===== config.mk =====
export PLATFORM = sky130hd
export DESIGN_NAME = frame_collector
export DESIGN_NICKNAME = d
export VERILOG_FILES = /design/src/fas_pkg.sv /design/src/frame_collector.sv
export VERILOG_INCLUDE_DIRS = /design/src
export SDC_FILE = /design/constraint.sdc
export NUM_CORES = 1
export LEC_CHECK = 0
export BUFFER_PORTS_ARGS = -buffer_cell sky130_fd_sc_hd__buf_2
export CAP_MARGIN = 5
export CORE_ASPECT_RATIO = 1.5
export CORE_MARGIN = 2
export CORE_UTILIZATION = 55
export DETAILED_ROUTE_END_ITERATION = 7
export PLACE_DENSITY = 0.77
export REMOVE_ABC_BUFFERS = 1
export SLEW_MARGIN = 30
export SYNTH_ARGS = -nofsm -noshare
export SYNTH_HDL_FRONTEND = slang
export SYNTH_SLANG_ARGS = --single-unit

===== constraint.sdc =====
create_clock -name clk -period 12.5 [get_ports clk]
set_clock_uncertainty 0.1 [all_clocks]
set_input_delay 2.5 -clock clk [delete_from_list [all_inputs] [get_ports clk]]
set_output_delay 2.5 -clock clk [all_outputs]
set_load 0.005 [all_outputs]

===== src/fas_defs.svh =====
`ifndef FAS_DEFS_SVH
`define FAS_DEFS_SVH

// Filter geometry
`define FAS_TAPS 32 // Number of FIR taps, one coefficient per tap
`define FAS_FRAME_LEN 16 // Filter outputs gathered into one parallel frame

// Word widths
`define FAS_SAMPLE_W 16 // Signed input sample and filter output width
`define FAS_COEF_W 16 // Signed Q1.15 coefficient width

// Number of fractional coefficient bits removed after the dot product
`define FAS_COEF_FRAC 15

// Sample times coefficient plus five guard bits for the 32 term sum
`define FAS_ACC_W (`FAS_SAMPLE_W + `FAS_COEF_W + 5)

// Run length counter, wide enough to hold the full tap count
`define FAS_CNT_W 6

`endif


===== src/fas_pkg.sv =====
`include "fas_defs.svh"

package fas_pkg;

  // One input sample or one filter output word
  typedef logic signed [`FAS_SAMPLE_W-1:0] sample_t;

  // Q1.15 filter coefficient
  typedef logic signed [`FAS_COEF_W-1:0] coef_t;

  // Full precision dot product before scaling
  typedef logic signed [`FAS_ACC_W-1:0] acc_t;

  // Low-pass coefficients, entry 0 weights the newest sample
  // The table is symmetric so the phase response stays linear
  // Sum of magnitudes is 30352, so a full-scale input never exceeds sample_t
  localparam coef_t fir_coef [`FAS_TAPS] = '{
    -16'sd40,   -16'sd70,   -16'sd104,  -16'sd132,
    -16'sd140,  -16'sd110,  -16'sd20,    16'sd150,
     16'sd410,   16'sd760,   16'sd1180,  16'sd1640,
     16'sd2100,  16'sd2510,  16'sd2820,  16'sd2990,
     16'sd2990,  16'sd2820,  16'sd2510,  16'sd2100,
     16'sd1640,  16'sd1180,  16'sd760,   16'sd410,
     16'sd150,  -16'sd20,   -16'sd110,  -16'sd140,
    -16'sd132,  -16'sd104,  -16'sd70,   -16'sd40
  };

  // DC gain is about 0.85 with small negative side lobes near the ends

endpackage


===== src/frame_collector.sv =====
`timescale 1ns/1ps
`include "fas_defs.svh"

module frame_collector (
  input  logic             clk,
  input  logic             rst,
  input  logic             fir_valid, // One filter result per high cycle
  input  fas_pkg::sample_t fir_d,
  output logic             frame_valid, // One cycle strobe per completed frame
  output fas_pkg::sample_t frame_d [`FAS_FRAME_LEN] // Word 0 is the oldest result
);

  localparam int idx_w = $clog2(`FAS_FRAME_LEN);
  localparam logic [idx_w-1:0] last_idx = idx_w'(`FAS_FRAME_LEN - 1);

  logic [idx_w-1:0] word_cnt; // Slot that the next result goes into
  logic             frame_done; // The incoming result fills the last slot
  fas_pkg::sample_t word_buf [`FAS_FRAME_LEN-1]; // First words of the frame in progress

  assign frame_done = fir_valid && (word_cnt == last_idx);

  always_ff @(posedge clk or posedge rst) begin
    if (rst) begin
      word_cnt    <= '0;
      frame_valid <= 1'b0;
    end else begin
      frame_valid <= frame_done;
      if (!fir_valid || frame_done) begin
        word_cnt <= '0; // A missing result drops the partial frame
      end else begin
        word_cnt <= word_cnt + idx_w'(1);
      end
    end
  end

  // Collect results until the last slot arrives
  always_ff @(posedge clk) begin
    if (fir_valid && !frame_done) begin
      word_buf[word_cnt] <= fir_d;
    end
  end

  // Publish the buffer together with the final word in one step
  always_ff @(posedge clk or posedge rst) begin
    if (rst) begin
      for (int i = 0; i < `FAS_FRAME_LEN; i++) begin
        frame_d[i] <= '0;
      end
    end else if (frame_done) begin
      for (int i = 0; i < `FAS_FRAME_LEN - 1; i++) begin
        frame_d[i] <= word_buf[i];
      end
      frame_d[`FAS_FRAME_LEN-1] <= fir_d; // Last word comes straight from the filter
    end
  end

  // Frames take 16 results, so two strobes can never be adjacent
  a_frame_spacing : assert property (
    @(posedge clk) disable iff (rst)
    frame_valid |=> !frame_valid
  );

endmodule


==> summary.txt <==
Clock tree
  – H-tree Lvls: 2
  – Hold_buf cts: 0
  – TritonCTS clock tree: done
  – Clk sinks: roughly 500
  – CTS clk-pin slew, worst paths: around 60 ps
  – Maximum buffer depth of the clock tree: 3
  – Post-CTS sizing: 0
  – Clock Root Buffer: clkbuf_16
  – Clock Latency Late Sink: 540 ps
  – Num CTS Buffers: between 40 and 50
  – Setup bufs post-CTS: 0

Timing
  – Max_slew headroom: roughly two fifths
  – RSZ-0062 raised after global routing: no
  – Worst-Margin Slew: around 890 ps
  – Final Hold Fails: 0
  – Tmin final: between 4000 and 5000 ps
  – Fmax: roughly 0.21 GHz
  – Setup TNS: 0 ps
  – Slew Viols, Final: 0
  – Fin crit share: between 30% and 40%
  – Final Setup Violations: 0

Setup path
  – CP Class: primary input to flip-flop
  – RR Startpoint: word_cnt[0]$_DFF_PP0_
  – Worst R2R Setup Slack: between 9000 and 10000 ps
  – Critical Path Source Type: primary input
  – Crit path cell chain: buf_2 > and2_4 > buf_4 > buf_4 > mux2_2
  – WP data required: between 10000 and 15000 ps
  – Worst path max stage delay: approximately 660 ps
  – Critical Path Start: fir_valid
  – Critical-path top delay cell: buf_4
  – Critical path depth in cells: 5
  – Worst setup EP type: flip-flop
  – Worst path bufs/invs: 3
  – CP Max Fanout: 40
  – Worst Setup EP: frame_d[121]$_DFFE_PP0P_
  – Worst path top cell family by delay: buffers and inverters
  – R2r endpoint: frame_d[121]$_DFFE_PP0P_
  – FF-to-FF path depth: 6
  – Crit path DAT: around 5000 ps
  – Most frequent CP cell: buf_4

Floorplan
  – IO Pins: 276
  – Starting Density: between 50% and 60%
  – Full die area: 34700 µm²
  – Die width: roughly 150 µm
  – Cell Rows: approximately 80
  – Die height: around 230 µm
  – CORE AREA: around 33000 µm²

Drt
  – Vias per inst: around 5.3
  – DR DRC count: 0
  – Wire length per cell: between 20 and 25 µm
  – Initial DRC count: a little over 500
  – Total wire length: 37250 µm
  – Vias: 8342
  – First-pass DRT Iterations: 4
  – Final antenna-violating net count: 0

Run status
  – Status: complete, no violations

Final layout
  – Layout cells sized above 1: ~53%
  – FF+latch area: ~14000 µm²
  – Area grow syn2layout: 16.16%
  – Final Net Count: 1160
  – Area occupied by multi-input gates: 4016 µm²
  – Non-Filler Instances: 1586
  – ANT cells: 0
  – FILL cells: between 2k and 2.5k

Global route
  – Vias in the first global route: around 8.7k
  – Pin count of the biggest net entering global routing: 119
  – GRT Overall Usage: about a fifth
  – Initial antenna violation count: 0
  – Total grt overflow: 0
  – Global-route wire length before repair: between 50000 and 60000 µm

Pwr
  – Power per cell area: roughly 150 nW/µm²
  – Worst vdd ir: between 0.1 and 0.15 mV
  – Static Leak: roughly 10 nW

Yosys
  – Synthesized cell area: between 15000 and 20000 µm²
  – Synth top area cells: edfxtp_1 (39%), dfrtp_1 (36%), mux2_4 (18%)
  – Synth cell types: 27
  – Seq cells post-synth: ~500
  – EDFF count, synth: 240
  – Main synth FF type: dfrtp_1
  – Cell with the most instances after synthesis: dfrtp_1
  – Post-synth top area share: 39.47%
  – Synth top cells by count: dfrtp_1 (261), edfxtp_1 (240), mux2_4 (220)
  – Post-synthesis sequential area ratio: roughly three quarters
  – Syn Inst Count: 831
  – YS warnings: 0
  – Avg Inst Size Synth: approximately 22 µm²
  – Async SR Flop Fraction: between 50 and 60%
  – Synth area leader: edfxtp_1

Job
  – Max-cap violation count: 0

Place
  – # placed instances: roughly 1.5k
  – RD Place Congestion: roughly 0.76
  – Hpwl dp: 23530 µm
  – Port buffer count: between 200 and 300

Hold path
  – Worst min path class: flip-flop to flip-flop
## stage by stage
stage,total power [mW],setup slack (ps),util (%),hold slack (ps),cell area [µm²]
finish,3.097,7798,64.99,364.3,21210
global route,3.192,7717,64.99,375.7,21210
CTS,3.127,7712,64.88,365.6,21170
detailed placement,1.848,7125,60.69,363.3,19810
global placement,1.845,7202,60.59,355.6,19770
floorplan,1.811,2717,-,354.1,17730
## cells in the final DEF, fill, tap and decap left out, types with 6 or more instances in the layout
master,instances
clkbuf_16,45
nand2_1,6
mux2_2,36
edfxtp_1,240
dfrtp_1,261
buf_4,10
clkbuf_8,9
buf_2,275
mux2_4,220
clkbuf_1,19
## final cells by class
| class | instances | area share [%] |
|---|---|---|
| Clock inverter | 8 | 0.2183 |
| Timing Repair Buffer | 290 | 7.303 |
| Multi-Input combinational cell | 296 | 18.94 |
| Clock buffer | 73 | 6.230 |
| Sequential cell | 501 | 64.78 |
| Inverter | 3 | 0.08849 |
| Tap cell | 415 | 2.448 |
## metal layers
layer / global-route usage [%] / up-vias / routed length (µm)
met1: 28.17 / 4362 / 15130
met5: 0 / - / 0
met3: 3.350 / 75 / 1626
met2: 35.59 / 261 / 19030
li1: - / 3644 / -
met4: 9.050 / 0 / 1463
## registers in the layout (all words and copies together) (netlist names)
signal / flops
frame_valid: 1
word_buf: 240
word_cnt: 4
frame_d: 256
## report_power, final
group | switching (mW) | internal (mW) | total [mW]
Clock | 0.561 | 0.722 | 1.28
Combinational | 0.0470 | 0.0130 | 0.0601
Sequential | 0.00642 | 1.75 | 1.75
Total | 0.615 | 2.48 | 3.10
## logic make-up after synthesis
logic type               synth area share [%]
AO/OA/AOI/OAI                         0.04113
flip-flops                              75.24
AND/OR/NAND/NOR                        0.9937
adder cells (fa/ha/maj)                0.3426
buffers and inverters                   2.967
multiplexers                            20.37
XOR/XNOR                              0.04798
## worst reg2reg max path, cell delays in order, from the launching register on
cell and delay [ps]:
dfrtp_1 440, ha_1 270, and3_4 220, and2_4 620, buf_4 610, buf_4 660
mux2_2 430
## worst min-delay path by stage
| stage | startpoint | endpoint | cells past startpoint | slack [ps] |
|---|---|---|---|---|
| finish | word_buf[8][8]$_DFFE_PP_ | frame_d[120]$_DFFE_PP0P_ | 1 | 360 |
| global route | word_buf[8][8]$_DFFE_PP_ | frame_d[120]$_DFFE_PP0P_ | 1 | 380 |
| CTS | word_buf[6][8]$_DFFE_PP_ | frame_d[152]$_DFFE_PP0P_ | 1 | 370 |
| detailed placement | word_buf[9][8]$_DFFE_PP_ | frame_d[104]$_DFFE_PP0P_ | 1 | 360 |
| global placement | word_buf[8][10]$_DFFE_PP_ | frame_d[122]$_DFFE_PP0P_ | 1 | 360 |
| floorplan | word_buf[9][4]$_DFFE_PP_ | frame_d[100]$_DFFE_PP0P_ | 1 | 350 |
(Power assumes the default switching activity.)
