**config.mk**
```make
export PLATFORM = sky130hd
export DESIGN_NAME = fir_tap_line
export DESIGN_NICKNAME = d
export VERILOG_FILES = /design/src/fas_pkg.sv /design/src/fir_tap_line.sv
export VERILOG_INCLUDE_DIRS = /design/src
export SDC_FILE = /design/constraint.sdc
export NUM_CORES = 1
export LEC_CHECK = 0
export BUFFER_PORTS_ARGS = -buffer_cell sky130_fd_sc_hd__buf_2
export CAP_MARGIN = 0
export CORE_ASPECT_RATIO = 0.5
export CORE_MARGIN = 2
export CORE_UTILIZATION = 45
export DETAILED_ROUTE_END_ITERATION = 6
export GPL_TIMING_DRIVEN = 0
export HOLD_SLACK_MARGIN = 0.03
export PLACE_DENSITY = 0.7
export SLEW_MARGIN = 20
export SYNTH_ARGS = -nofsm -noshare
export SYNTH_HDL_FRONTEND = slang
export SYNTH_SLANG_ARGS = --single-unit
export TNS_END_PERCENT = 100
```
**constraint.sdc**
```tcl
create_clock -name clk -period 44.8 [get_ports clk]
set_input_delay 4.48 -clock clk [delete_from_list [all_inputs] [get_ports clk]]
set_output_delay 4.48 -clock clk [all_outputs]
set_load 0.02 [all_outputs]
```
**src/fas_defs.svh**
```systemverilog
`ifndef FAS_DEFS_SVH
`define FAS_DEFS_SVH

// Filter geometry
`define FAS_TAPS 32 // Number of FIR taps, one coefficient per tap
`define FAS_FRAME_LEN 16 // Filter outputs gathered into one parallel frame

// Word widths
`define FAS_SAMPLE_W 16 // Signed input sample and filter output width
`define FAS_COEF_W 16 // Signed Q1.15 coefficient width

// Number of fractional coefficient bits removed after the dot product
`define FAS_COEF_FRAC 15

// Sample times coefficient plus five guard bits for the 32 term sum
`define FAS_ACC_W (`FAS_SAMPLE_W + `FAS_COEF_W + 5)

// Run length counter, wide enough to hold the full tap count
`define FAS_CNT_W 6

`endif

```
**src/fas_pkg.sv**
```systemverilog
`include "fas_defs.svh"

package fas_pkg;

  // One input sample or one filter output word
  typedef logic signed [`FAS_SAMPLE_W-1:0] sample_t;

  // Q1.15 filter coefficient
  typedef logic signed [`FAS_COEF_W-1:0] coef_t;

  // Full precision dot product before scaling
  typedef logic signed [`FAS_ACC_W-1:0] acc_t;

  // Low-pass coefficients, entry 0 weights the newest sample
  // The table is symmetric so the phase response stays linear
  // Sum of magnitudes is 30352, so a full-scale input never exceeds sample_t
  localparam coef_t fir_coef [`FAS_TAPS] = '{
    -16'sd40,   -16'sd70,   -16'sd104,  -16'sd132,
    -16'sd140,  -16'sd110,  -16'sd20,    16'sd150,
     16'sd410,   16'sd760,   16'sd1180,  16'sd1640,
     16'sd2100,  16'sd2510,  16'sd2820,  16'sd2990,
     16'sd2990,  16'sd2820,  16'sd2510,  16'sd2100,
     16'sd1640,  16'sd1180,  16'sd760,   16'sd410,
     16'sd150,  -16'sd20,   -16'sd110,  -16'sd140,
    -16'sd132,  -16'sd104,  -16'sd70,   -16'sd40
  };

  // DC gain is about 0.85 with small negative side lobes near the ends

endpackage

```
**src/fir_tap_line.sv**
```systemverilog
`timescale 1ns/1ps
`include "fas_defs.svh"

module fir_tap_line (
  input  logic             clk,
  input  logic             rst,
  input  logic             data_valid, // One accepted sample per high cycle
  input  fas_pkg::sample_t data,
  output fas_pkg::sample_t taps [`FAS_TAPS], // Newest sample sits at index 0
  output logic             taps_valid // Line holds 32 samples of the current run
);

  localparam logic [`FAS_CNT_W-1:0] full_cnt = `FAS_CNT_W'(`FAS_TAPS);

  logic [`FAS_CNT_W-1:0] run_cnt; // Samples accepted in this run up to full_cnt
  logic                  run_full; // Current sample completes or extends a full line

  // The sample being accepted is at least the 32nd when 31 came before it
  assign run_full = (run_cnt >= full_cnt - `FAS_CNT_W'(1));

  always_ff @(posedge clk or posedge rst) begin
    if (rst) begin
      run_cnt <= '0;
    end else if (data_valid) begin
      if (run_cnt != full_cnt) begin
        run_cnt <= run_cnt + `FAS_CNT_W'(1); // Stop counting once the line is full
      end
    end else begin
      run_cnt <= '0; // A gap ends the run and warm-up starts over
    end
  end

  always_ff @(posedge clk or posedge rst) begin
    if (rst) begin
      taps_valid <= 1'b0;
    end else begin
      taps_valid <= data_valid && run_full; // Strobe one cycle after acceptance
    end
  end

  // Shift register of the last accepted samples
  always_ff @(posedge clk or posedge rst) begin
    if (rst) begin
      for (int i = 0; i < `FAS_TAPS; i++) begin
        taps[i] <= '0;
      end
    end else if (data_valid) begin
      taps[0] <= data;
      for (int i = 1; i < `FAS_TAPS; i++) begin
        taps[i] <= taps[i-1]; // Older samples move one slot toward the tail
      end
    end
  end

  // A strobe needs samples accepted both one and 32 cycles earlier
  a_valid_after_sample : assert property (
    @(posedge clk) disable iff (rst)
    taps_valid |-> ($past(data_valid) && $past(data_valid, `FAS_TAPS))
  );

endmodule

```
==> results by stage, run 1 <==
Status:
- The run finished with clean final reports.

CTS:
- The clock root buffer is sky130_fd_sc_hd__clkbuf_16.
- The number of gates resized after CTS is 0.
- The number of buffers created by CTS is 45.
- TritonCTS built the clock tree.
- The clock network latency to the later pin of the worst-skew pair is 0.57 ns.
- CTS built an H-tree with a depth of 2.
- The number of sinks on the clock net is 519.
- The number of hold buffers added after CTS was 0.
- Counting along the longest clock path gives a buffer depth of 3.
- The number of setup buffers added after CTS is 0.
- After clock tree synthesis, the clock-pin slew on the worst setup and hold paths is 0.07 ns.

Global routing:
- Summed over all layers, the global routing overflow is 0.
- The first global-routing pass estimated 70300 um of wire.
- The total routing usage reported by global routing is 20.24%.
- Entering global routing, the biggest net connects 104 pins.
- The initial antenna violation count was 0.
- The number of global-route vias before repair is 11460.

Power and ir drop:
- Cell internal power was estimated by the tool at 1.130 mW.
- Net switching is 38.86% of the power.
- Across the VDD grid, the largest voltage drop is 0.00004139 V.
- The register share of total power is 42.7%.
- For this design the static power due to leakage is 12.28 nW.
- The switching power of the nets is 718.2 uW.
- The clock network accounts for 21.0% of the total power.
- The power per cell area is 75.43 mW/mm^2.
- Per report_power, the combinational group accounts for 36.3% of the total.

Logic synthesis:
- The number of synthesized register bits is 519.
- The total of warnings raised by yosys is 0.
- The number of nets in the synthesized netlist is 1136.
- The synthesized netlist contains 22 unique library cells.
- The sequential fraction of the synthesis area is 66.49%.
- The mapped netlist covers 0.01953 mm^2.
- Synthesis produced a netlist whose cell count is 1115.
- Averaged over all synthesized cells, the footprint is 17.52 um^2.

Timing:
- In this run the tightest slew margin relative to its limit is 63.99%.
- The maximum clock frequency is 0.1753 GHz.
- The setup slack after layout is 39.10 ns.
- The slew at the pin closest to its max-slew limit is 0.5401 ns.
- The aggregate negative setup slack is 0 ns.
- The final hold violation count was 0.
- The setup-violating endpoint count in the final report is 0.
- Clock skew on the completed layout was measured at 0.02732 ns.
- For the finished layout, the period the worst path requires is 5.704 ns.
- Setup repair after global routing left no endpoint under its margin.
- The final-report max-slew violation count is 0.
- After layout, the worst path uses 12.73% of the clock period.

Cells and area:
- Of the cells placed in the final design, the portion with a size suffix greater than 1 is 68.19%.
- After routing the design area is 0.02450 mm^2.
- The number of nets in the layout is 1718.
- The signed area change from the synthesized netlist to the final layout is 25.45%.
- The utilization after layout is 57.83%.
- The repair_antennas step left the layout with diodes totalling 0.

Routing:
- For this block, the routed nets add up to 46930 um of wire.
- Once detail routing completed, the nets flagged for antenna violations numbered 0.
- The count of routing violations after the opening detailed-route iteration is 380.
- For this run, the detailed router's first-pass iteration total came to 6.
- After detailed routing, the number of remaining DRC violations is 0.
- In the final routed layout, each cell accounts on average for 20.38 um.
- Across all layers, the routed design uses 11440 vias.
- The detail-routed via count per cell is 4.966.

Worst hold path:
- The startpoint of the worst hold path is taps[7].
- In this run the worst hold path is classified as flip-flop to flip-flop.

Floorplanning:
- The floorplan has 53 rows.
- Measured along the x axis, the die boundary spans 298.6 um.
- Pin placement for this block handled 532 I/O pins.
- From bottom edge to top edge, the die measures 151.3 um.
- After floorplanning, the core was sized to cover 0.04237 mm^2.
- The floorplan step defined a die boundary enclosing 0.04519 mm^2.
- The initial cell density of the core is 46.10%.

Critical path:
- The worst endpoint data arrival time is 1.22 ns.
- The critical path is of the flip-flop to primary output type.
- The critical path goes through buf_2.
- Together, buffers and inverters on the worst path number 1.
- The largest individual stage delay along the critical path comes from the cell sky130_fd_sc_hd__dfrtp_1.
- The worst register-to-register path begins at run_cnt[0].
- The category of the worst setup path capture point is a primary output.
- Along the worst path, the maximum fanout reaches 3.
- The worst stage delay on the critical path is 0.44 ns.
- The type of origin of the critical path is a flip-flop.
- STA puts the critical path data required time at 40.32 ns.
- On the critical path the largest part of the delay comes from flip-flops.
- In this run the worst setup path begins at taps[339].

Place:
- At the end of routability-driven placement, the weighted congestion stood at 0.7937.
- The quantity of I/O buffers inserted on ports is 530.
- The total half-perimeter wirelength after legalization and detailed placement is 35620 um.
- The post-placement cell area is 0.02305 mm^2.
- Timing analysis after detailed placement gives a worst setup slack of 38.87 ns.

Job:
- Max-cap violations in this run came to 0.
registers in the layout, indices dropped and copies added, names as in the netlist:
signal,cells
taps,512
run_cnt,6
taps_valid,1
kinds of logic (layout without fill, tap and decap cells):
group                      Yosys count  in the layout  share of synthesized area [%]
adders and majority gates            2              2                         0.1281
muxes                              514            514                          29.62
buffers and inverters               61            672                          3.113
AOI/OAI and AO/OA                    2              2                        0.07045
DFF                                519            519                          66.49
xor gates and xnor gates             3              3                         0.1345
and+or+nand+nor                     14             14                         0.4420
path summary, 6_finish.rpt:
| path | to | slack (ns) | cells past startpoint |
|---|---|---|---|
| max | taps[339] | 39.10 | 1 |
| min | taps[7] | 0.50 | 1 |
| max reg2reg | run_cnt[2] | 43.31 | 5 |
| min reg2reg | taps[7] | 0.50 | 1 |
| max in group asynchronous | taps[450] | 39.54 | 4 |
| min in group asynchronous | taps[164] | 3.95 | 2 |
power by group through the flow:
stage	logic (mW)	clock network, mW	registers, mW
final	0.671	0.389	0.789
after global routing	0.705	0.419	0.818
after CTS	0.681	0.399	0.791
after detailed placement	0.680	0	0.799
after global placement	0.669	0	0.793
after floorplan	0.187	0	0.991
synth_stat cells:
cell type | number | share of area [%]
sky130_fd_sc_hd__inv_1 | 3 | 0.058
sky130_fd_sc_hd__nor4bb_1 | 1 | 0.051
sky130_fd_sc_hd__a41oi_1 | 1 | 0.045
sky130_fd_sc_hd__ha_1 | 2 | 0.13
sky130_fd_sc_hd__nand3_2 | 1 | 0.051
sky130_fd_sc_hd__o21ai_0 | 1 | 0.026
sky130_fd_sc_hd__buf_2 | 3 | 0.077
sky130_fd_sc_hd__nand2_1 | 4 | 0.077
sky130_fd_sc_hd__and2_1 | 2 | 0.064
sky130_fd_sc_hd__mux2i_1 | 2 | 0.10
sky130_fd_sc_hd__xor2_1 | 1 | 0.045
sky130_fd_sc_hd__dfrtp_1 | 519 | 66
sky130_fd_sc_hd__nand3b_1 | 1 | 0.038
sky130_fd_sc_hd__and3_1 | 1 | 0.032
sky130_fd_sc_hd__buf_6 | 45 | 2.6
sky130_fd_sc_hd__or4b_1 | 1 | 0.051
sky130_fd_sc_hd__buf_4 | 10 | 0.38
sky130_fd_sc_hd__xnor2_1 | 2 | 0.090
sky130_fd_sc_hd__nand3_1 | 1 | 0.026
sky130_fd_sc_hd__nor2_1 | 1 | 0.019
sky130_fd_sc_hd__mux2_2 | 512 | 30
sky130_fd_sc_hd__nor2b_1 | 1 | 0.032
per-layer routing:
metal / routed length [um] / up-vias / GRT usage [%]
li1: - / 5124 / -
met1: 18120 / 5960 / 23.75
met2: 24650 / 275 / 36.45
met3: 2650 / 77 / 5.006
met4: 1509 / 0 / 7.236
met5: 0 / - / 0
area by class of cell:
cell class / instances / area [um^2]
clock inverter: 19 / 220.2
tap: 577 / 721.9
clock buffer: 57 / 1231
buffer: 58 / 596.8
inverter: 3 / 18.77
multi-input combinational: 535 / 5937
sequential: 519 / 12990
fill: 3440 / 17870
timing repair buffer: 535 / 2790
stage by stage:
step | hold WS [ns] | power (mW) | cells
4_1_cts | 0.5050 | 1.871 | 2303
3_5_place_dp | 0.4906 | 1.479 | 2227
6_report | 0.5027 | 1.848 | 2303
5_1_grt | 0.5151 | 1.942 | 2303
3_3_place_gp | 0.4843 | 1.463 | 2222
2_1_floorplan | 0.5173 | 1.178 | 1115
layout by cell type, fill, tap and decap left out:
cell                           n
sky130_fd_sc_hd__nor2_1        1
sky130_fd_sc_hd__clkbuf_16    45
sky130_fd_sc_hd__a41oi_1       1
sky130_fd_sc_hd__or4b_1        1
sky130_fd_sc_hd__nor4bb_1      1
sky130_fd_sc_hd__buf_6        45
sky130_fd_sc_hd__xnor2_1       2
sky130_fd_sc_hd__clkinv_2     10
sky130_fd_sc_hd__xor2_1        1
sky130_fd_sc_hd__mux2i_1       2
sky130_fd_sc_hd__inv_8         2
sky130_fd_sc_hd__mux2_2      512
sky130_fd_sc_hd__clkbuf_1      6
sky130_fd_sc_hd__inv_1         2
sky130_fd_sc_hd__ha_1          2
sky130_fd_sc_hd__clkinv_8      1
sky130_fd_sc_hd__o21ai_0       1
sky130_fd_sc_hd__nand3_2       1
sky130_fd_sc_hd__nand3_1       1
sky130_fd_sc_hd__buf_16        5
sky130_fd_sc_hd__nand3b_1      1
sky130_fd_sc_hd__nor2b_1       1
sky130_fd_sc_hd__nand2_1       4
sky130_fd_sc_hd__dfrtp_1     519
sky130_fd_sc_hd__clkinv_16     1
sky130_fd_sc_hd__bufinv_16     3
sky130_fd_sc_hd__buf_4        10
sky130_fd_sc_hd__and2_1        2
sky130_fd_sc_hd__and3_1        1
sky130_fd_sc_hd__buf_2       533
sky130_fd_sc_hd__clkbuf_8      6
sky130_fd_sc_hd__clkinvlp_4    3
Power figures use the tool's default switching activity.
==> run 2: changes to the inputs <==
--- a/config.mk
+++ b/config.mk
@@ -14,7 +14,7 @@
 export DETAILED_ROUTE_END_ITERATION = 6
 export GPL_TIMING_DRIVEN = 0
 export HOLD_SLACK_MARGIN = 0.03
-export PLACE_DENSITY = 0.7
+export PLACE_DENSITY = 0.73
 export SLEW_MARGIN = 20
 export SYNTH_ARGS = -nofsm -noshare
 export SYNTH_HDL_FRONTEND = slang
==> constraint.sdc (replaced) <==
create_clock -name clk -period 4.8 [get_ports clk]
set_input_delay 0.48 -clock clk [delete_from_list [all_inputs] [get_ports clk]]
set_output_delay 0.48 -clock clk [all_outputs]
set_load 0.02 [all_outputs]
==> run 2 against run 1 <==
Against the previous run:
- setup slack lost 36 ns
- first-iteration DRC count grew 2.6%
- sequential share of layout area decreased by 0.70 points
- clock skew increased by 0.0049 ns
- cell count up 0.91%
- global-route usage increased by 0.43 points
- critical endpoint is now taps[481]
- largest power group unchanged
==> results by stage, run 2 (synthesized netlist as in run 1, its figures left out) <==
Timing:
- The worst clock skew is 0.03221 ns (+0.004889 ns).
- Of the available clock period, the critical path in the final layout requires 42.22%.
- The worst hold margin is 0.1499 ns (-0.3529 ns).
- For this run, the top clock speed supported by timing is 0.4935 GHz.
- The aggregate negative setup slack is 0 ns (unchanged).
- The slew at the pin closest to its max-slew limit is 0.6514 ns (+0.1113 ns).
- The setup-violating endpoint count in the final report is 0 (unchanged).
- Setup repair after global routing left no endpoint under its margin.
- The minimum clock period is 2.026 ns.
- The final hold violation count is 0 (unchanged).
- The final-report max-slew violation count is 0 (unchanged).
- The worst-case headroom to the max-slew limit is 56.48% (-7.5 points).

Critical path:
- The startpoint-to-endpoint class of the critical path is input port to asynchronous set/reset pin.
- The number of cells on the worst reg-to-reg path is 5 (unchanged).
- The data required time of the worst path was 5.55 ns (-34.77 ns).
- The end point of the critical path is taps[481].
- The endpoint identified for the worst register-to-register timing path is run_cnt[2].
- The register-to-register setup slack is 3.38 ns (-39.93 ns).
- The worst endpoint data arrival time is 2.78 ns (+1.56 ns).
- STA classifies the critical path endpoint as an asynchronous set/reset pin.
- The origin of the critical flop-to-flop path is run_cnt[0].
- The critical path launch point is rst.
- The worst-path maximum fanout is 34 (+31).
- The type of origin of the critical path is an input port.

Floorplanning:
- The x dimension of the die is 298.6 um (unchanged).
- The I/O pin total is 532 (unchanged).
- The row count is 53 (unchanged).
- The initial cell density of the core is 46.10% (unchanged).
- The die area is 0.04519 mm^2 (unchanged).
- The floorplan die height was 151.3 um (unchanged).
- The area of the core is 0.04237 mm^2 (unchanged).

Cells and area:
- The number of nets in the layout came to 1733 (+0.87%).
- The fill cell instance count of the final layout is 3341 (-2.9%).
- The number of antenna cells inserted was 0 (unchanged).
- The flip-flop count of the largest register after layout is 512 (unchanged).
- The commonest non-fill, non-tap cell in the layout is sky130_fd_sc_hd__buf_2.
- The top cell types in the final layout, fill and taps aside, are 533 x sky130_fd_sc_hd__buf_2, 519 x sky130_fd_sc_hd__dfrtp_1, 512 x sky130_fd_sc_hd__mux2_2.
- The share of layout cells above drive strength 1 is 68.57% (+0.38 points).
- The register with the most flip-flops in the final layout is taps.
- The signed area change from the synthesized netlist to the final layout is 27.13%.
- In the final layout, the registers with the most flip-flops are taps: 512 flops, run_cnt: 6 flops, taps_valid: 1 flops.

Power and ir drop:
- The power per cell area is 699.9 mW/mm^2 (+830%).
- The leakage power is 12.44 nW (+1.4%).
- The total chip power came to 17.38 mW (+840%).
- The worst ir drop on vdd came to 0.0003491 V (+740%).

CTS:
- The TritonCTS clock tree is built.
- The clock slew at the register clock pins of the worst setup and hold paths is 0.06 ns (about the same).
- The cell sitting at the root of the clock tree is a sky130_fd_sc_hd__clkbuf_16.
- The largest buffer count on any clock path is 3 (unchanged).
- The number of levels the H-tree was split into is 2 (unchanged).
- The clock network latency to the later pin of the worst-skew pair came to 0.57 ns (about the same).
- The number of buffers created by CTS is 46 (+2.2%).
- The number of sinks on the clock net is 519 (unchanged).

Routing:
- The detail-routed via count per cell is 4.973 (+0.14%).
- The final routed DRC violation total is 0 (unchanged).
- The number of search-and-repair iterations in the first detailed-routing pass is 4 (-2).
- The count of routing violations after the opening detailed-route iteration is 390 (+2.6%).
- The routed length per placed instance came to 20.47 um (+0.44%).
- The total wire length is 47560 um (+1.4%).
- The total via count after detailed routing is 11560 (+1.1%).
- The remaining number of nets flagged by the antenna check after routing is 0 (unchanged).

Global routing:
- The aggregate global routing overflow is 0 (unchanged).
- The number of global-route vias before repair is 11820 (+3.1%).
- The initial antenna violation count came to 0 (unchanged).
- The global-route wire length before repair is 71500 um (+1.7%).
- The maximum number of pins on one net before global-route repair is 35 (-66%).
- The total routing usage reported by global routing is 20.66% (+0.43 points).

Place:
- The quantity of I/O buffers inserted on ports came to 530 (unchanged).
- The total half-perimeter wirelength after legalization and detailed placement is 37230 um (+4.5%).
- The final weighted congestion in routability-driven placement is 0.8211 (+3.5%).

Worst hold path:
- The path class of the tightest hold or removal check is input port to flip-flop.

Status:
- The flow ran to the end, and the final reports show no timing, DRC or antenna violations.

Job:
- The max capacitance violation total was 0 (unchanged).
==> run 2: critical path, stage by stage <==
cell                            delay (ns)
sky130_fd_sc_hd__dlygate4sd3_1        0.53
sky130_fd_sc_hd__buf_2                0.13
sky130_fd_sc_hd__clkinvlp_4           0.43
sky130_fd_sc_hd__buf_12               0.27
sky130_fd_sc_hd__buf_16               0.19
sky130_fd_sc_hd__buf_12               0.22
sky130_fd_sc_hd__buf_12               0.23
sky130_fd_sc_hd__buf_12               0.24
==> run 2: what timing repair did <==
action                                 CTS  global route
hold buffers                             1             0
gates resized for setup                  0             0
setup buffers                            0             0
endpoints found under the hold margin   24             0
==> run 2: power breakdown <==
part           leakage, nW  switching (mW)  internal [mW]  total (mW)
Combinational         5.22            3.80           2.51        6.31
Sequential            6.46            1.29           6.07        7.36
Clock                0.767            1.64           2.07        3.71
Total                 12.4            6.73           10.6        17.4
==> run 2: how the worst min path moves through the flow <==
stage	depth (start not counted)	to	slack, ns	start
after global placement	1	taps[3]	0.48	taps[3]
after floorplan	2	taps_valid	0.52	run_cnt[5]
after CTS	2	taps[497]	0.12	data[1]
after global routing	2	taps[507]	0.13	data[11]
final	2	taps[497]	0.15	data[1]
after detailed placement	1	taps[13]	0.49	taps[13]
==> run 2: per-stage QoR <==
step / util [%] / area, um^2 / cells / worst slack (ns)
6_report: 58.60 / 24830 / 2324 / 2.774
5_1_grt: 58.60 / 24830 / 2324 / 2.521
4_1_cts: 58.60 / 24830 / 2324 / 2.715
3_5_place_dp: 54.97 / 23290 / 2240 / 2.671
3_3_place_gp: 54.07 / 22910 / 2222 / -5.664
2_1_floorplan: - / 19540 / 1115 / -2.730
==> run 2: routing by layer <==
| metal | global-route usage, % | part of all wire (%) | routed length, um | up-vias |
|---|---|---|---|---|
| li1 | - | - | - | 5164 |
| met1 | 23.64 | 37 | 17630 | 6013 |
| met2 | 37.75 | 54 | 25560 | 272 |
| met3 | 4.676 | 5.0 | 2401 | 108 |
| met4 | 8.618 | 4.2 | 1975 | 0 |
| met5 | 0 | 0 | 0 | - |
==> run 2: final cells by class <==
cell class / count / area [um^2] / share of cell area (%)
Buffer: 58 / 596.8 / 2.404
Multi-Input combinational cell: 535 / 5937 / 23.91
Clock inverter: 17 / 151.4 / 0.6097
Inverter: 3 / 15.01 / 0.06047
Sequential cell: 519 / 12990 / 52.30
Tap cell: 577 / 721.9 / 2.907
Timing Repair Buffer: 549 / 3045 / 12.26
Clock buffer: 66 / 1376 / 5.543
==> run 3: changes to the inputs <==
--- a/config.mk
+++ b/config.mk
@@ -6,6 +6,7 @@
 export SDC_FILE = /design/constraint.sdc
 export NUM_CORES = 1
 export LEC_CHECK = 0
+export ABC_AREA = 1
 export BUFFER_PORTS_ARGS = -buffer_cell sky130_fd_sc_hd__buf_2
 export CAP_MARGIN = 0
 export CORE_ASPECT_RATIO = 0.5
@@ -14,7 +15,7 @@
 export DETAILED_ROUTE_END_ITERATION = 6
 export GPL_TIMING_DRIVEN = 0
 export HOLD_SLACK_MARGIN = 0.03
-export PLACE_DENSITY = 0.73
+export PLACE_DENSITY = 0.7
 export SLEW_MARGIN = 20
 export SYNTH_ARGS = -nofsm -noshare
 export SYNTH_HDL_FRONTEND = slang
==> constraint.sdc (replaced) <==
create_clock -name clk -period 2 [get_ports clk]
set_input_delay 0.2 -clock clk [delete_from_list [all_inputs] [get_ports clk]]
set_output_delay 0.2 -clock clk [all_outputs]
set_load 0.02 [all_outputs]
==> run 3 against run 2 <==
Against the previous run:
- register-to-register slack lost 2.6 ns
- sequential share of layout area is 0.58 points higher
- combinational power up 3.8%
- count of clock-buffer cells in the layout decreased by 2
- synthesized area down 1.9%
- routed wire length up 29%
- sequential cell count unchanged
- die area fell by 1.9%
- first-iteration DRC count rose to 2.7 times the previous value
- critical path type unchanged
==> results by stage, run 3 <==
Logic synthesis:
- The net count after synthesis was 1987 (+75%).
- Yosys attributes the largest share of cell area to sky130_fd_sc_hd__dfrtp_1 68%, sky130_fd_sc_hd__nand2_1 11%, sky130_fd_sc_hd__o21ai_0 7.0%.
- The total of warnings raised by yosys came to 0 (unchanged).
- The cell with the most instances after synthesis is sky130_fd_sc_hd__nand2_1.
- The sequential fraction of the synthesis area is 67.81% (+1.3 points).
- The number of enable flip-flop cells after synthesis is 0 (unchanged).
- The netlist area before placement is 0.01915 mm^2 (-1.9%).
- The count of cell types in the netlist is 17 (-23%).
- The synthesized netlist cell count is 1966 (+76%).
- The cell type with the highest aggregate area in the netlist is sky130_fd_sc_hd__dfrtp_1.
- The number of synthesized register bits is 519 (unchanged).
- The average size of a mapped cell was 9.742 um^2 (-44%).
- The share of flip-flops with an asynchronous set or reset came to 100.0% (unchanged).
- The area share of the largest cell type after synthesis came to 67.81% (+1.3 points).
- After synthesis, the most frequently instantiated cells are 580 x sky130_fd_sc_hd__nand2_1, 519 x sky130_fd_sc_hd__dfrtp_1, 267 x sky130_fd_sc_hd__o21ai_0, 248 x sky130_fd_sc_hd__inv_1, 216 x sky130_fd_sc_hd__o21ai_1.
- The most instantiated flip-flop cell in the synthesis netlist is sky130_fd_sc_hd__dfrtp_1.

Cells and area:
- The commonest non-fill, non-tap cell in the layout is sky130_fd_sc_hd__buf_2.
- The library cells used most frequently in the layout, excluding fill and tap cells, are 593 x sky130_fd_sc_hd__buf_2, 580 x sky130_fd_sc_hd__nand2_1, 519 x sky130_fd_sc_hd__dfrtp_1.
- The flip-flop count of the largest register after layout is 512 (unchanged).
- The share of layout cells above drive strength 1 is 26.20% (-42 points).
- The largest registers in the layout are taps: 512 flops, run_cnt: 6 flops, taps_valid: 1 flops.
- The number of nets in the layout is 2599 (+50%).
- The fill cell instance count of the final layout was 3715 (+11%).
- Relative to the synthesized area, the layout overhead comes to 28.22%.
- More flip-flops sit in one register than any other, and that register is taps.
- The number of antenna cells inserted is 0 (unchanged).
- The post-layout instance count excluding filler cells is 3188 (+37%).

Critical path:
- The data required time of the worst path is 2.75 ns (-2.80 ns).
- The kind of cell adding the most delay to the critical path is buffers and inverters.
- Following the worst setup path forward leads to its endpoint at taps[493].
- The worst-path maximum fanout is 34 (unchanged).
- The register-to-register setup slack was 0.80 ns (-2.58 ns).
- The number of cells on the worst reg-to-reg path is 7 (+2).
- The number of buffer and inverter instances along the worst setup path came to 7 (-1).
- On the critical path, the stage with the largest delay is an instance of sky130_fd_sc_hd__dlygate4sd3_1.
- The worst stage delay on the critical path is 0.53 ns (about the same).
- The startpoint-to-endpoint class of the critical path is input port to asynchronous set/reset pin.
- In this run the critical register-to-register path is launched from run_cnt[0].
- The worst setup path is captured at an asynchronous set/reset pin.
- The signal on the critical path passes through dlygate4sd3_1 > buf_2 > clkinvlp_4 > buf_12 > buf_12 > buf_12 > buf_12.
- The cell seen most often among critical-path stages is sky130_fd_sc_hd__buf_12.
- In this run the critical register-to-register path is captured at run_cnt[0].
- The worst endpoint data arrival time is 2.44 ns (-0.34 ns).
- The critical path launch point is rst.
- The logic depth of the worst setup path including buffers is 7 (-1).
- The type of origin of the critical path is an input port.

CTS:
- The number of sinks on the clock net is 519 (unchanged).
- Clock tree synthesis selected as its root buffer the cell sky130_fd_sc_hd__clkbuf_16.
- The TritonCTS clock tree is built.
- The largest buffer count on any clock path was 3 (unchanged).
- The number of buffers created by CTS is 46 (unchanged).
- The number of gates resized after CTS is 0 (unchanged).
- The clock network latency to the later pin of the worst-skew pair is 0.56 ns (about the same).
- The number of buffers inserted for hold repair after clock tree synthesis came to 17 (+16).
- The number of levels the H-tree was split into came to 2 (unchanged).
- The number of setup buffers added after CTS is 0 (unchanged).
- The clock slew at the register clock pins of the worst setup and hold paths was 0.07 ns (about the same).

Floorplanning:
- The initial cell density of the core is 45.63% (-0.47 points).
- The floorplan die height is 149.9 um (-0.95%).
- The area of the core was 0.04198 mm^2 (-0.94%).
- The x dimension of the die is 295.8 um (-0.96%).
- The row count was 53 (unchanged).
- The I/O pin total is 532 (unchanged).
- The die area is 0.04433 mm^2 (-1.9%).

Timing:
- The worst-case headroom to the max-slew limit is 50.18% (-6.3 points).
- The worst clock skew is 0.01768 ns (-0.01453 ns).
- The maximum clock frequency is 0.5919 GHz.
- The aggregate negative setup slack was 0 ns (unchanged).
- In the finished design, the share of the clock period the worst path needs comes to 84.47%.
- The worst hold margin came to 0.2578 ns (+0.1080 ns).
- The slew at the pin closest to its max-slew limit is 0.7457 ns (+0.09428 ns).
- The clock period could shrink to 1.689 ns.
- The final hold violation count is 0 (unchanged).
- The final-report max-slew violation count came to 0 (unchanged).
- Setup repair after global routing left no endpoint under its margin.
- The setup-violating endpoint count in the final report came to 0 (unchanged).

Power and ir drop:
- The power share of the clock group was 31.5% (+10 points).
- The net switching fraction of the power is 33.98% (-4.8 points).
- The relative contribution of combinational cells to total power is 22.6% (-14 points).
- The cell internal power dissipation is 19.18 mW (+80%).
- The total chip power was 29.04 mW (+67%).
- The switching power of the nets is 9.868 mW (+47%).
- The leakage power is 12.89 nW (+3.5%).
- The power per cell area came to 1183 mW/mm^2 (+69%).
- The worst ir drop on vdd is 0.0005702 V (+63%).
- The register share of total power came to 46.0% (+3.6 points).

Routing:
- The number of search-and-repair iterations in the first detailed-routing pass came to 6 (+2).
- The detail-routed via count per cell came to 5.073 (+2.0%).
- The remaining number of nets flagged by the antenna check after routing is 0 (unchanged).
- The count of routing violations after the opening detailed-route iteration was 1057 (+170%).
- The final routed DRC violation total is 0 (unchanged).
- The routed length per placed instance came to 19.32 um (-5.6%).
- The total via count after detailed routing is 16170 (+40%).
- The total wire length is 61580 um (+29%).

Place:
- The total half-perimeter wirelength after legalization and detailed placement came to 46200 um (+24%).
- The final weighted congestion in routability-driven placement is 0.8953 (+9.0%).
- The quantity of I/O buffers inserted on ports is 531 (+0.19%).
- The cell total after placement was 3090 (+38%).

Status:
- The run finished with clean final reports.

Worst hold path:
- The worst hold path begins at data_valid.
- In this run the worst hold path is classified as input port to flip-flop.

Global routing:
- The number of global-route vias before repair is 15720 (+33%).
- The total routing usage reported by global routing is 27.47% (+6.8 points).
- The aggregate global routing overflow is 0 (unchanged).
- The global-route wire length before repair was 93230 um (+30%).
- The maximum number of pins on one net before global-route repair is 36 (+2.9%).
- The initial antenna violation count is 0 (unchanged).

Job:
- The max capacitance violation total is 0 (unchanged).
==> run 3: power by group through the flow <==
stage / sequential (mW) / clock (mW) / combinational, mW
floorplan: 15.3 / 0 / 1.72
global placement: 13.5 / 0 / 6.35
detailed placement: 13.5 / 0 / 6.54
CTS: 13.3 / 9.29 / 6.59
global route: 13.5 / 9.75 / 7.05
finish: 13.4 / 9.14 / 6.55
==> run 3: cell type report <==
| class | count | area [um^2] | share of cell area (%) |
|---|---|---|---|
| buffer | 114 | 513.0 | 2.089 |
| clock buffer | 64 | 1333 | 5.426 |
| clock inverter | 17 | 198.9 | 0.8101 |
| inverter | 249 | 938.4 | 3.821 |
| multi-input combinational | 1084 | 4717 | 19.21 |
| sequential | 519 | 12990 | 52.89 |
| tap | 577 | 721.9 | 2.940 |
| timing repair buffer | 564 | 3148 | 12.82 |
==> run 3: worst register-to-register path, stage by stage, from the launching register on <==
cell and delay, ns:
sky130_fd_sc_hd__dfrtp_1 0.40, sky130_fd_sc_hd__inv_1 0.13, sky130_fd_sc_hd__ha_1 0.16, sky130_fd_sc_hd__nand2_1 0.05, sky130_fd_sc_hd__inv_1 0.08, sky130_fd_sc_hd__nand3_1 0.13
sky130_fd_sc_hd__nand3_1 0.10, sky130_fd_sc_hd__nand2_1 0.05
==> run 3: per-layer routing <==
metal	track usage [%]	vias up	wire [um]
met5	0	-	0
li1	-	7393	-
met4	13.68	0	3611
met2	45.73	565	30080
met1	35.41	8034	24860
met3	4.144	182	3037
==> run 3: stage by stage <==
stage | area (um^2) | worst slack (ns) | util, %
finish | 24560 | 0.3105 | 58.50
global route | 24560 | 0.1029 | 58.50
detailed placement | 22860 | 0.2302 | 54.45
global placement | 22540 | -8.184 | 53.69
floorplan | 19160 | -5.250 | -
CTS | 24560 | 0.2860 | 58.50
==> run 3: cell families (layout without fill, tap and decap cells) <==
logic type      after synthesis  count (layout)  share of synthesized area, %
flops                       519             519                         67.81
compound gates              486             486                         12.70
xor+xnor                      2               2                       0.09148
simple gates                594             594                         11.71
fa+ha+maj                     2               2                        0.1306
buf+inv                     363            1008                         7.559
==> run 3: how the worst min path moves through the flow <==
stage | to | slack, ns | cells past startpoint
2_1_floorplan | taps[496] | 0.32 | 2
3_3_place_gp | taps[497] | 0.41 | 3
3_5_place_dp | taps[132] | 0.36 | 2
6_report | run_cnt[0] | 0.26 | 6
4_1_cts | run_cnt[0] | 0.22 | 6
5_1_grt | run_cnt[1] | 0.28 | 6
